### config.mk
export PLATFORM = sky130hd
export DESIGN_NAME = core_link_flat
export DESIGN_NICKNAME = d
export VERILOG_FILES = /design/src/hdl/dhs_bus_pkg.sv /design/src/hdl/dhs_bus_if.sv /design/src/hdl/core_link.sv /design/src/flat_wrapper.sv
export SDC_FILE = /design/constraint.sdc
export NUM_CORES = 1
export LEC_CHECK = 0
export BUFFER_PORTS_ARGS = -buffer_cell sky130_fd_sc_hd__buf_2
export CAP_MARGIN = 20
export CORE_AREA = 2 2 206 208
export CTS_BUF_LIST = sky130_fd_sc_hd__clkbuf_8
export CTS_CLUSTER_DIAMETER = 50
export DETAILED_ROUTE_END_ITERATION = 7
export DIE_AREA = 0 0 208 210
export HOLD_SLACK_MARGIN = 0.12
export SYNTH_ARGS = -nofsm -noshare
export SYNTH_HDL_FRONTEND = slang
export SYNTH_SLANG_ARGS = --single-unit
### constraint.sdc
create_clock -name clk_i -period 3 [get_ports clk_i]
set_clock_uncertainty 0.1 [all_clocks]
set_input_delay 0.3 -clock clk_i [delete_from_list [all_inputs] [get_ports clk_i]]
set_output_delay 0.3 -clock clk_i [all_outputs]
set_load 0.02 [all_outputs]
### src/hdl/dhs_bus_pkg.sv
`default_nettype none

package dhs_bus_pkg;

  ////////////////////
  // Bus widths
  ////////////////////

  localparam int DHS_ADDRW   = 32;
  localparam int DHS_DATAW   = 32;
  localparam int DHS_STRBW   = DHS_DATAW / 8;  // One enable per byte lane
  localparam int DHS_NUM_MST = 4;              // Two cores, instr and data each

  // Which OBI port issued a request
  typedef logic [1:0] dhs_mst_id_t;

  ////////////////////
  // Address word
  ////////////////////

  // The links forward the raw word; only the system link needs region and offset
  typedef union packed {
    logic [DHS_ADDRW-1:0] raw;
    struct packed {
      logic [DHS_ADDRW/2-1:0] region;  // Selects the target
      logic [DHS_ADDRW/2-1:0] offset;  // Byte offset inside the target
    } fields;
  } dhs_addr_u;

endpackage

`default_nettype wire

### src/hdl/dhs_bus_if.sv
`timescale 1ns/1ps
`default_nettype none

interface dhs_bus_if
  import dhs_bus_pkg::*;
();

  // Request channel
  logic                 req_valid;
  logic                 req_ready;
  dhs_addr_u            addr;
  logic                 we;
  logic [DHS_STRBW-1:0] be;
  logic [DHS_DATAW-1:0] wdata;
  dhs_mst_id_t          id;     // Issuing OBI port

  // Response channel, always accepted
  logic                 rsp_valid;
  logic [DHS_DATAW-1:0] rsp_rdata;
  logic                 rsp_err;
  dhs_mst_id_t          rsp_id;  // Echo of the request id

  modport initiator (
    output req_valid, addr, we, be, wdata, id,
    input  req_ready, rsp_valid, rsp_rdata, rsp_err, rsp_id
  );

  modport target (
    input  req_valid, addr, we, be, wdata, id,
    output req_ready, rsp_valid, rsp_rdata, rsp_err, rsp_id
  );

endinterface

`default_nettype wire

### src/hdl/core_link.sv
`timescale 1ns/1ps
`default_nettype none

module core_link
  import dhs_bus_pkg::*;
(
  input  logic                                  clk_i,
  input  logic                                  rst_i,

  input  logic [DHS_NUM_MST-1:0]                obi_req_i,
  input  logic [DHS_NUM_MST-1:0][DHS_ADDRW-1:0] obi_addr_i,
  input  logic [DHS_NUM_MST-1:0]                obi_we_i,
  input  logic [DHS_NUM_MST-1:0][DHS_STRBW-1:0] obi_be_i,
  input  logic [DHS_NUM_MST-1:0][DHS_DATAW-1:0] obi_wdata_i,
  output logic [DHS_NUM_MST-1:0]                obi_gnt_o,
  output logic [DHS_NUM_MST-1:0]                obi_rvalid_o,
  output logic [DHS_NUM_MST-1:0][DHS_DATAW-1:0] obi_rdata_o,
  output logic [DHS_NUM_MST-1:0]                obi_err_o,

  dhs_bus_if.initiator                          bus_o
);

  dhs_mst_id_t rr_ptr_q;   // Port with the highest priority
  dhs_mst_id_t arb_id;     // Round-robin winner this cycle
  dhs_mst_id_t sel_id;     // Port shown on the bus
  logic        lock_q;     // Last request stalled, keep the same port
  dhs_mst_id_t lock_id_q;
  logic        xfer;

  ////////////////////
  // Arbitration
  ////////////////////

  // Scan from the lowest priority up so the first requester after rr_ptr_q wins
  always_comb begin
    arb_id = rr_ptr_q;
    for (int k = DHS_NUM_MST - 1; k >= 0; k--) begin
      if (obi_req_i[rr_ptr_q + dhs_mst_id_t'(k)]) begin
        arb_id = rr_ptr_q + dhs_mst_id_t'(k);
      end
    end
  end

  // A stalled request must stay stable until it is taken
  assign sel_id = lock_q ? lock_id_q : arb_id;
  assign xfer   = bus_o.req_valid & bus_o.req_ready;

  always_ff @(posedge clk_i) begin
    if (rst_i) begin
      rr_ptr_q  <= '0;
      lock_q    <= 1'b0;
      lock_id_q <= '0;
    end else begin
      if (xfer) begin
        rr_ptr_q <= sel_id + 1'b1;  // Winner drops to last place
      end
      lock_q    <= bus_o.req_valid & ~bus_o.req_ready;
      lock_id_q <= sel_id;
    end
  end

  ////////////////////
  // Request to bus
  ////////////////////

  assign bus_o.req_valid = |obi_req_i;
  assign bus_o.addr.raw  = obi_addr_i[sel_id];
  assign bus_o.we        = obi_we_i[sel_id];
  assign bus_o.be        = obi_be_i[sel_id];
  assign bus_o.wdata     = obi_wdata_i[sel_id];
  assign bus_o.id        = sel_id;

  always_comb begin
    obi_gnt_o         = '0;
    obi_gnt_o[sel_id] = xfer;  // Same cycle as the transfer
  end

  ////////////////////
  // Response return
  ////////////////////

  always_comb begin
    obi_rvalid_o               = '0;
    obi_err_o                  = '0;
    obi_rvalid_o[bus_o.rsp_id] = bus_o.rsp_valid;
    obi_err_o[bus_o.rsp_id]    = bus_o.rsp_valid & bus_o.rsp_err;
  end

  // Read data fans out, only the port with rvalid samples it
  assign obi_rdata_o = {DHS_NUM_MST{bus_o.rsp_rdata}};

endmodule

`default_nettype wire

### src/flat_wrapper.sv
// flat-port wrapper written by rule: the top's interface ports become plain ports
module core_link_flat import dhs_bus_pkg::*;
  (clk_i, rst_i, obi_req_i, obi_addr_i, obi_we_i, obi_be_i, obi_wdata_i, obi_gnt_o, obi_rvalid_o, obi_rdata_o, obi_err_o, bus_o_req_valid, bus_o_addr, bus_o_we, bus_o_be, bus_o_wdata, bus_o_id, bus_o_req_ready, bus_o_rsp_valid, bus_o_rsp_rdata, bus_o_rsp_err, bus_o_rsp_id);
  dhs_bus_if bus_o_i ();
  input  logic clk_i;
  input  logic rst_i;
  input  logic [DHS_NUM_MST-1:0] obi_req_i;
  input  logic [DHS_NUM_MST-1:0][DHS_ADDRW-1:0] obi_addr_i;
  input  logic [DHS_NUM_MST-1:0] obi_we_i;
  input  logic [DHS_NUM_MST-1:0][DHS_STRBW-1:0] obi_be_i;
  input  logic [DHS_NUM_MST-1:0][DHS_DATAW-1:0] obi_wdata_i;
  output logic [DHS_NUM_MST-1:0] obi_gnt_o;
  output logic [DHS_NUM_MST-1:0] obi_rvalid_o;
  output logic [DHS_NUM_MST-1:0][DHS_DATAW-1:0] obi_rdata_o;
  output logic [DHS_NUM_MST-1:0] obi_err_o;
  output wire logic [$bits(bus_o_i.req_valid)-1:0] bus_o_req_valid;
  output wire logic [$bits(bus_o_i.addr)-1:0] bus_o_addr;
  output wire logic [$bits(bus_o_i.we)-1:0] bus_o_we;
  output wire logic [$bits(bus_o_i.be)-1:0] bus_o_be;
  output wire logic [$bits(bus_o_i.wdata)-1:0] bus_o_wdata;
  output wire logic [$bits(bus_o_i.id)-1:0] bus_o_id;
  input wire logic [$bits(bus_o_i.req_ready)-1:0] bus_o_req_ready;
  input wire logic [$bits(bus_o_i.rsp_valid)-1:0] bus_o_rsp_valid;
  input wire logic [$bits(bus_o_i.rsp_rdata)-1:0] bus_o_rsp_rdata;
  input wire logic [$bits(bus_o_i.rsp_err)-1:0] bus_o_rsp_err;
  input wire logic [$bits(bus_o_i.rsp_id)-1:0] bus_o_rsp_id;
  assign bus_o_req_valid = bus_o_i.req_valid;
  assign bus_o_addr = bus_o_i.addr;
  assign bus_o_we = bus_o_i.we;
  assign bus_o_be = bus_o_i.be;
  assign bus_o_wdata = bus_o_i.wdata;
  assign bus_o_id = bus_o_i.id;
  assign bus_o_i.req_ready = bus_o_req_ready;
  assign bus_o_i.rsp_valid = bus_o_rsp_valid;
  assign bus_o_i.rsp_rdata = bus_o_rsp_rdata;
  assign bus_o_i.rsp_err = bus_o_rsp_err;
  assign bus_o_i.rsp_id = bus_o_rsp_id;
  core_link u_core (.clk_i(clk_i), .rst_i(rst_i), .obi_req_i(obi_req_i), .obi_addr_i(obi_addr_i), .obi_we_i(obi_we_i), .obi_be_i(obi_be_i), .obi_wdata_i(obi_wdata_i), .obi_gnt_o(obi_gnt_o), .obi_rvalid_o(obi_rvalid_o), .obi_rdata_o(obi_rdata_o), .obi_err_o(obi_err_o), .bus_o(bus_o_i));
endmodule
==> flow_summary.yaml, run 1 <==
outcome:
  status: "completed"
global_routing:
  grt_pass1_vias: 7395
  grt_max_degree: 141
  grt_usage_pct: 11.6
  grt_pass1_wl_um: 41300
  antenna_found_initial: 0
  grt_overflow_total: 0
job:
  maxCapViolations: 0
cts:
  clock_sinks: 5
  cts_buffer_depth: 2
  clkTransAtPathRegs_ns: 0.04
  postCtsHoldBufs: 0
  insertion_delay_ns: 0.23
  cts.htree.levels: 1
  root_buffer: "clkbuf_8"
  numCtsBuffers: 3
  cts_tree: "yes"
synth:
  syn_inst: 836
  ys_types: 34
  ys.flop_type: "dfxtp_1"
  ys.warnings.count: 0
  ys_ff_latch: 5
  synth_edf_count: 0
  synth_top_area_share_pct: 16.9
  synth_area_um2: 6000
  async_flop_share_pct: 0
  synthTopCellsByArea: "buf_4 17%, a211oi_2 14%, nor3_1 12%"
  syn_area_per_cell_um2: 7.17
  synth_seq_area_share_pct: 1.67
  synth.net_count: 1155
  yosysTopAreaCell: "buf_4"
critical_path:
  cp-start-kind: "flip-flop"
  r2r_cells: 8
  required_ns: 2.60
  crit_path_end_kind: "output pin"
  critical_path_class: "reg -> out"
  crit_start: "u_core.rr_ptr_q[0]"
  reg2reg_from: "u_core.rr_ptr_q[0]"
  arrival_ns: 2.47
  r2r_slack_ns: 0.90
  cp-endpoint: "bus_o_wdata[31]"
  r2r_end: "u_core.rr_ptr_q[1]"
  crit_path_max_fanout: 22
route:
  dr.pass1.iters: 4
  vias_per_cell: 4.72
  routedWlPerCell_um: 18.0
  ant_nets: 0
  routed_wirelength_um: 28000
  drc: 0
  via_count: 7360
  drt-initial-drc-count: 453
timing:
  maxSlewHeadroom_pct: 48.1
  worst_pin_slew_ns: 0.778
  min_period_over_period_pct: 95.8
  setup_ws_ns: 0.125
  finalSetupViolations: 0
  fin_setup_tns_ns: 0
  period_minus_slack_ns: 2.87
  fmax_mhz: 348
  slew_violations: 0
  hold_viol: 0
  hold_ws_ns: 0.171
cells_and_area:
  nets: 1340
  areaGrowthSynthToFinish_pct: 28.0
  fin_util_pct: 18.5
  final_area_um2: 7680
  n_antenna_cell: 0
  multi_input_area_um2: 4560
  seq_area_um2: 108
  fillCellCount: 4675
  drive_gt1_share_pct: 51.4
place:
  io_buffer_count: 370
  dpl.hpwl_um: 19400
  dp_slack_ns: -0.0152
  place.gp.congestion: 0.841
  post_dp_cell_area_um2: 7510
die:
  die_area_um2: 43700
  rows: 75
  start_util_pct: 14.5
  io_pins: 531
  coreArea_um2: 41500
  die_x_um: 208
  die_y_um: 210
power:
  power_density_nw_per_um2: 354
  p_leak_nw: 3.10
  peakVddDrop_mv: 0.193
hold_path:
  hp-class: "in -> reg"
==> flip-flops by register name, summed over array words and instances (netlist names) <==
name	count
u_core.lock_id_q	2
u_core.lock_q	1
u_core.rr_ptr_q	2
==> timing repair <==
item                       CTS  global route
setup endpoints to repair   31             2
gates cloned                 2             2
pin swaps                    1             2
setup buffers                1             2
gates resized for setup      2             6
==> critical path, cell delays in order, from the launching register on <==
cell and delay, ns:
dfxtp_1 0.38, inv_1 0.08, o311a_1 0.38, a211oi_4 0.19, buf_4 0.18, a21oi_4 0.07, buf_4 0.16, clkbuf_16 0.21
a221oi_1 0.29, a211oi_2 0.12, buf_2 0.17
==> cells in the mapped netlist (2+ instances only) <==
cell and n:
dfxtp_1 5, a211oi_2 68, buf_6 3, a21o_1 2
mux2_1 50, mux2_2 20, inv_1 4, nor2_1 9
nand2b_1 3, a221oi_1 49, a31o_1 69, buf_4 135
nor3_1 140, a21oi_1 7, and3b_1 2, xnor2_1 2
nor2b_1 2, a221oi_2 20, nand2_1 146, a211oi_1 2
clkbuf_1 65, nor3b_1 4, buf_2 18
==> per-stage QoR <==
step	cells	total power, mW
2_1_floorplan	836	1.91
3_3_place_gp	1548	2.46
3_5_place_dp	1548	2.50
4_1_cts	1555	2.67
5_1_grt	1559	2.92
6_report	1559	2.72
==> report_power, final <==
group          switching, mW  internal, mW  leakage, nW  total [mW]
clock network         0.0365        0.0880       0.0269       0.125
registers             0.0170        0.0730       0.0426      0.0900
logic                   1.51         0.995         3.03        2.50
total                   1.56          1.16         3.10        2.72
==> logic make-up after synthesis <==
family / Yosys count / synth area share [%]
flops: 5 / 1.67
mux: 70 / 13.1
xor+xnor: 2 / 0.292
buf+inv: 227 / 23.4
simple gates: 308 / 22.9
compound gates: 224 / 38.6
==> layout by cell type (no fill, tap or decap), types with 2 or more instances in the layout <==
| master | n |
|---|---|
| a211oi_1 | 2 |
| a211oi_2 | 68 |
| a21oi_1 | 6 |
| a221oi_1 | 48 |
| a221oi_2 | 21 |
| a31o_1 | 69 |
| and3b_1 | 2 |
| buf_12 | 11 |
| buf_2 | 369 |
| buf_4 | 15 |
| buf_8 | 2 |
| clkbuf_16 | 2 |
| clkbuf_8 | 3 |
| dfxtp_1 | 3 |
| dfxtp_4 | 2 |
| inv_1 | 5 |
| mux2_1 | 50 |
| mux2_2 | 19 |
| nand2_1 | 146 |
| nand2b_1 | 3 |
| nor2_1 | 9 |
| nor2b_1 | 2 |
| nor3_1 | 140 |
| nor3b_1 | 3 |
| o21a_2 | 2 |
| xnor2_1 | 2 |
==> area by class of cell <==
| type | count | share of cell area (%) |
|---|---|---|
| clock buffers | 3 | 0.538 |
| clock inverters | 1 | 0.0489 |
| inverters | 5 | 0.244 |
| multi-input cells | 606 | 59.4 |
| flip-flops and latches | 5 | 1.40 |
| well taps | 539 | 8.78 |
| repair buffers | 400 | 29.6 |
==> worst min path at each step <==
stage	end	depth (start not counted)	startpoint	slack, ns
4_1_cts	u_core.lock_q	2	bus_o_req_ready	0.16
3_3_place_gp	u_core.rr_ptr_q[0]	2	u_core.rr_ptr_q[0]	0.39
2_1_floorplan	u_core.rr_ptr_q[0]	1	rst_i	0.27
3_5_place_dp	u_core.lock_q	2	bus_o_req_ready	0.39
6_report	u_core.lock_q	2	bus_o_req_ready	0.17
5_1_grt	u_core.lock_q	2	bus_o_req_ready	0.17
==> routing by layer <==
layer / global-route usage, % / vias to the layer above / routed length, um
li1: - / 3404 / -
met1: 13.7 / 3496 / 11300
met2: 20.5 / 397 / 13600
met3: 2.41 / 63 / 2110
met4: 4.74 / 0 / 1010
met5: 0 / - / 0
No activity file was read; power rests on OpenSTA's default activity.
==> run 2: changes to the inputs <==
--- a/config.mk
+++ b/config.mk
@@ -7,12 +7,13 @@
 export LEC_CHECK = 0
 export BUFFER_PORTS_ARGS = -buffer_cell sky130_fd_sc_hd__buf_2
 export CAP_MARGIN = 20
-export CORE_AREA = 2 2 206 208
+export CORE_AREA = 2 2 205 207
 export CTS_BUF_LIST = sky130_fd_sc_hd__clkbuf_8
 export CTS_CLUSTER_DIAMETER = 50
 export DETAILED_ROUTE_END_ITERATION = 7
-export DIE_AREA = 0 0 208 210
+export DIE_AREA = 0 0 207 209
 export HOLD_SLACK_MARGIN = 0.12
+export RECOVER_POWER = 50
 export SYNTH_ARGS = -nofsm -noshare
 export SYNTH_HDL_FRONTEND = slang
 export SYNTH_SLANG_ARGS = --single-unit
==> constraint.sdc (replaced) <==
create_clock -name clk_i -period 2.3 [get_ports clk_i]
set_clock_uncertainty 0.1 [all_clocks]
set_input_delay 0.23 -clock clk_i [delete_from_list [all_inputs] [get_ports clk_i]]
set_output_delay 0.23 -clock clk_i [all_outputs]
set_load 0.02 [all_outputs]
==> run 2 against run 1 <==
  * The run now ends with negative setup slack left
  * Global-route usage increased by 1.6 points
  * Sequential share of layout area shrank 0.14 points
  * Sequential power increased by 27%
  * Final area grew 19%
  * Wire length is 11% higher
  * Register-to-register slack lost 0.66 ns
  * Count of clock-buffer cells in the layout did not move
  * Hold slack worse by 0.019 ns
  * Core utilization increased by 3.7 points
  * Clock power is 34% higher
  * Worst setup slack worse by 0.44 ns
  * First-iteration DRC count is 18% higher
  * Critical endpoint is now bus_o_wdata[17]
  * Largest cell class unchanged
  * Highest routed layer is now met5
==> flow_summary.yaml, run 2 (synthesized netlist as in run 1, its figures left out) <==
timing:
  setup_ws_ns: -0.319
  fin_setup_tns_ns: -17.15
  fmax_mhz: 382
  grt_setup_unrepaired: "yes"
  period_minus_slack_ns: 2.62
  finalSetupViolations: 73
  slew_violations: 0
  worst_pin_slew_ns: 0.449
  maxSlewHeadroom_pct: 70.1
  hold_viol: 0
  min_period_over_period_pct: 114
die:
  die_area_um2: 43300
  rows: 75
  io_pins: 531
  start_util_pct: 14.5
  die_x_um: 207
  die_y_um: 209
  coreArea_um2: 41300
cts:
  cts.htree.levels: 1
  insertion_delay_ns: 0.23
  clock_sinks: 5
  cts_tree: "yes"
  numCtsBuffers: 3
  postCtsHoldBufs: 0
  clkTransAtPathRegs_ns: 0.04
  cts_buffer_depth: 2
  root_buffer: "clkbuf_8"
route:
  top_layer_used: "met5"
  routedWlPerCell_um: 19.1
  ant_nets: 0
  wl_met2_um: 15600
  drc: 0
  wl_met3_um: 2580
  via_count: 7807
  dr.pass1.iters: 7
  wl_met1_um: 11600
  vias_per_cell: 4.81
  routed_wirelength_um: 31000
  drt-initial-drc-count: 533
place:
  dp_cells: 1595
  place.gp.congestion: 0.884
  dp_slack_ns: -0.159
  dpl.hpwl_um: 22100
  io_buffer_count: 370
power:
  switching_power_mw: 2.30
  p_int_mw: 2.12
  power_density_nw_per_um2: 483
  pwr-share-seq_pct: 2.6
  combinationalPowerShare_pct: 93.6
  p_sw_share_pct: 52.1
  clkPwrFrac_pct: 3.8
  p_leak_nw: 3.73
  peakVddDrop_mv: 0.227
global_routing:
  grt_overflow_total: 0
  grt_max_degree: 77
  grt_pass1_vias: 7841
  antenna_found_initial: 7
  grt_usage_pct: 13.2
  grt_pass1_wl_um: 45000
cells_and_area:
  fillCellCount: 4578
  final_cells: 1624
  drive_gt1_share_pct: 60.4
  mostFrequentLayoutCells: "295 x buf_2, 145 x nand2_1, 115 x buf_4"
  final_common_cell: "buf_2"
  top_regs: "u_core.lock_id_q x2, u_core.rr_ptr_q x2, u_core.lock_q x1"
  areaGrowthSynthToFinish_pct: 52.7
  fin_util_pct: 22.2
  nets: 1402
hold_path:
  whs_path_depth: 2
  hp-class: "in -> reg"
critical_path:
  cp-start-kind: "flip-flop"
  r2r_cells: 9
  crit_path_end_kind: "output pin"
  crit_path_max_fanout: 8
  critical_path_class: "reg -> out"
  arrival_ns: 2.29
  r2r_slack_ns: 0.24
  required_ns: 1.97
outcome:
  violations: "negative setup slack"
  status: "complete, but fails checks"
job:
  maxCapViolations: 0
## run 2: path summary, 6_finish.rpt
kind	start	end
max reg2reg	u_core.rr_ptr_q[0]	u_core.rr_ptr_q[0]
min reg2reg	u_core.rr_ptr_q[0]	u_core.rr_ptr_q[0]
min	bus_o_req_ready	u_core.lock_q
max	u_core.rr_ptr_q[0]	bus_o_wdata[17]
## run 2: area by class of cell
type | count | area, um^2 | area share, %
clock buffer | 3 | 41.3 | 0.451
multi-input combinational | 604 | 4970 | 54.3
inverter | 5 | 31.3 | 0.342
clock inverter | 1 | 3.75 | 0.0410
timing repair buffer | 464 | 3310 | 36.2
antenna | 3 | 7.51 | 0.0820
sequential | 5 | 115 | 1.26
tap | 539 | 674 | 7.36
## run 2: per-stage QoR
step	total power, mW	area (um^2)	hold WS (ns)
CTS	4.31	8920	0.175
floorplan	2.58	6130	0.192
global placement	3.43	7970	0.360
global route	4.69	9150	0.170
detailed placement	3.48	7970	0.360
finish	4.42	9160	0.152
## run 2: critical path, stage by stage (launching register included)
cell	delay, ns
dfxtp_4	0.36
inv_2	0.04
o311a_1	0.32
a211oi_4	0.20
mux2_4	0.29
buf_12	0.14
buf_12	0.11
buf_16	0.15
nor3_4	0.05
a211oi_2	0.20
buf_4	0.18
## run 2: timing repair
item                       in CTS  in global routing
buffers inserted               11                  2
pin swaps                      12                  5
resized for setup             141                 58
hold endpoints to repair        0                  0
setup endpoints to repair      74                 75
gates cloned                   10                  1
## run 2: routing by layer
metal  GRT usage [%]  vias to the layer above
met5               0                        -
met4            5.69                        6
met3            4.12                       90
met2            23.6                      445
met1            14.4                     3731
li1                -                     3535
## run 2: power by group through the flow
| stage | Sequential, mW | Clock, mW | Combinational [mW] |
|---|---|---|---|
| global route | 0.117 | 0.178 | 4.39 |
| finish | 0.114 | 0.167 | 4.14 |
| CTS | 0.115 | 0.173 | 4.03 |
| floorplan | 0.100 | 0 | 2.48 |
| global placement | 0.114 | 0 | 3.32 |
| detailed placement | 0.115 | 0 | 3.36 |
==> run 3: changes to the inputs <==
==> constraint.sdc (replaced) <==
create_clock -name clk_i -period 2.3 [get_ports clk_i]
set_clock_uncertainty 0.1 [all_clocks]
set_input_delay 0.23 -clock clk_i [delete_from_list [all_inputs] [get_ports clk_i]]
set_output_delay 0.23 -clock clk_i [all_outputs]
set_load 0.05 [all_outputs]
==> run 3 against run 2 <==
  * The flow still finishes with violations (negative setup slack)
  * Critical endpoint is now bus_o_wdata[19]
  * Flip-flop and latch count stayed put
  * Combinational power is 48% higher
  * Worst setup slack worse by 0.064 ns
  * Global-route usage increased by 0.71 points
  * Core utilization is 4.4 points higher
  * First-iteration DRC count rose by 2.1%
==> flow_summary.yaml, run 3 (synthesized netlist as in run 1, its figures left out) <==
global_routing:
  grt_max_degree: 71
  grt_overflow_total: 0
  grt_usage_pct: 13.9
  grt_pass1_wl_um: 47700
  grt_pass1_vias: 8424
  antenna_found_initial: 2
power:
  pwr-share-seq_pct: 1.9
  p_sw_share_pct: 55.7
  clkPwrFrac_pct: 2.5
  peakVddDrop_mv: 0.281
  p_leak_nw: 4.33
  switching_power_mw: 3.57
  power_density_nw_per_um2: 585
  combinationalPowerShare_pct: 95.6
  p_int_mw: 2.84
  power_mw: 6.41
place:
  dp_slack_ns: -0.307
  dpl.hpwl_um: 22900
  io_buffer_count: 370
  place.gp.congestion: 0.896
critical_path:
  required_ns: 1.97
  arrival_ns: 2.35
  crit_path_max_fanout: 10
  crit_path_end_kind: "output pin"
  critical_path_class: "reg -> out"
  cp-start-kind: "flip-flop"
  r2r_slack_ns: 0.11
timing:
  min_period_over_period_pct: 117
  setup_ws_ns: -0.382
  worst_pin_slew_ns: 0.649
  slew_violations: 0
  grt_setup_unrepaired: "yes"
  fmax_mhz: 373
  maxSlewHeadroom_pct: 56.7
  hold_viol: 0
  period_minus_slack_ns: 2.68
  finalSetupViolations: 73
die:
  io_pins: 531
  die_area_um2: 43300
  start_util_pct: 14.5
  coreArea_um2: 41300
  rows: 75
  die_x_um: 207
  die_y_um: 209
outcome:
  violations: "negative setup slack"
  status: "complete, but fails checks"
hold_path:
  hp-class: "in -> reg"
cts:
  insertion_delay_ns: 0.23
  clock_sinks: 5
  cts_tree: "yes"
  numCtsBuffers: 3
  cts.htree.levels: 1
  cts_buffer_depth: 2
  clkTransAtPathRegs_ns: 0.04
  postCtsHoldBufs: 0
  root_buffer: "clkbuf_8"
route:
  routedWlPerCell_um: 19.8
  dr.pass1.iters: 5
  drc: 0
  drt-initial-drc-count: 544
  vias_per_cell: 4.76
  ant_nets: 0
  routed_wirelength_um: 33000
  via_count: 7939
cells_and_area:
  areaGrowthSynthToFinish_pct: 82.8
  top_regs: "u_core.lock_id_q x2, u_core.rr_ptr_q x2, u_core.lock_q x1"
  drive_gt1_share_pct: 65.6
  mostFrequentLayoutCells: "295 x buf_2, 145 x nand2_1, 86 x buf_6"
  nets: 1447
  final_common_cell: "buf_2"
  fillCellCount: 4375
job:
  maxCapViolations: 0
==> run 3: final cells by class <==
class | instances | area (um^2) | share of cell area (%)
Inverter | 5 | 31.3 | 0.285
Tap cell | 539 | 674 | 6.15
Clock inverter | 1 | 3.75 | 0.0342
Timing Repair Buffer | 509 | 4050 | 37.0
Multi-Input combinational cell | 604 | 6040 | 55.1
Antenna cell | 2 | 5.00 | 0.0457
Sequential cell | 5 | 115 | 1.05
Clock buffer | 3 | 41.3 | 0.377
==> run 3: repair_timing <==
| action | in CTS | in global routing |
|---|---|---|
| cloned | 7 | 7 |
| hold endpoints to repair | 0 | 0 |
| endpoints found under the setup margin | 75 | 75 |
| setup buffers | 3 | 13 |
| pin swaps | 7 | 27 |
| gates resized for setup | 214 | 114 |
==> run 3: layer usage <==
layer | part of all wire (%) | vias up | track usage, %
met5 | 0 | - | 0
met4 | 4.0 | 0 | 6.31
met3 | 7.6 | 82 | 3.70
met2 | 50 | 431 | 24.3
met1 | 38 | 3861 | 15.9
li1 | - | 3565 | -
==> run 3: per-stage QoR <==
step | util (%) | instances | hold WS (ns) | TNS [ns] | cell area [um^2]
2_1_floorplan | - | 836 | 0.192 | -15.48 | 6660
3_3_place_gp | 21.8 | 1654 | 0.361 | -15.60 | 9000
3_5_place_dp | 21.8 | 1654 | 0.361 | -17.14 | 9000
4_1_cts | 24.5 | 1668 | 0.123 | -24.71 | 10100
5_1_grt | 26.5 | 1667 | 0.133 | -28.82 | 11000
6_report | 26.6 | 1668 | 0.124 | -22.58 | 11000
==> run 3: critical path, cell delays in order (launching register included) <==
cell,delay (ns)
dfxtp_4,0.37
inv_2,0.04
o311a_1,0.32
a211oi_4,0.20
mux2_4,0.26
buf_12,0.17
buf_12,0.14
nor3_1,0.05
buf_4,0.14
a211oi_4,0.21
buf_6,0.19
==> run 3: path summary, 6_finish.rpt <==
kind,startpoint,endpoint,depth (start not counted)
min,rst_i,u_core.rr_ptr_q[1],2
max,u_core.rr_ptr_q[0],bus_o_wdata[19],10
min reg2reg,u_core.rr_ptr_q[0],u_core.rr_ptr_q[0],2
max reg2reg,u_core.rr_ptr_q[0],u_core.rr_ptr_q[0],9
==> run 3: power groups by stage <==
| stage | sequential (mW) | clock [mW] | combinational [mW] |
|---|---|---|---|
| floorplan | 0.101 | 0 | 3.93 |
| global placement | 0.120 | 0 | 4.76 |
| detailed placement | 0.120 | 0 | 4.81 |
| CTS | 0.120 | 0.168 | 5.65 |
| global route | 0.122 | 0.178 | 6.42 |
| finish | 0.120 | 0.162 | 6.13 |
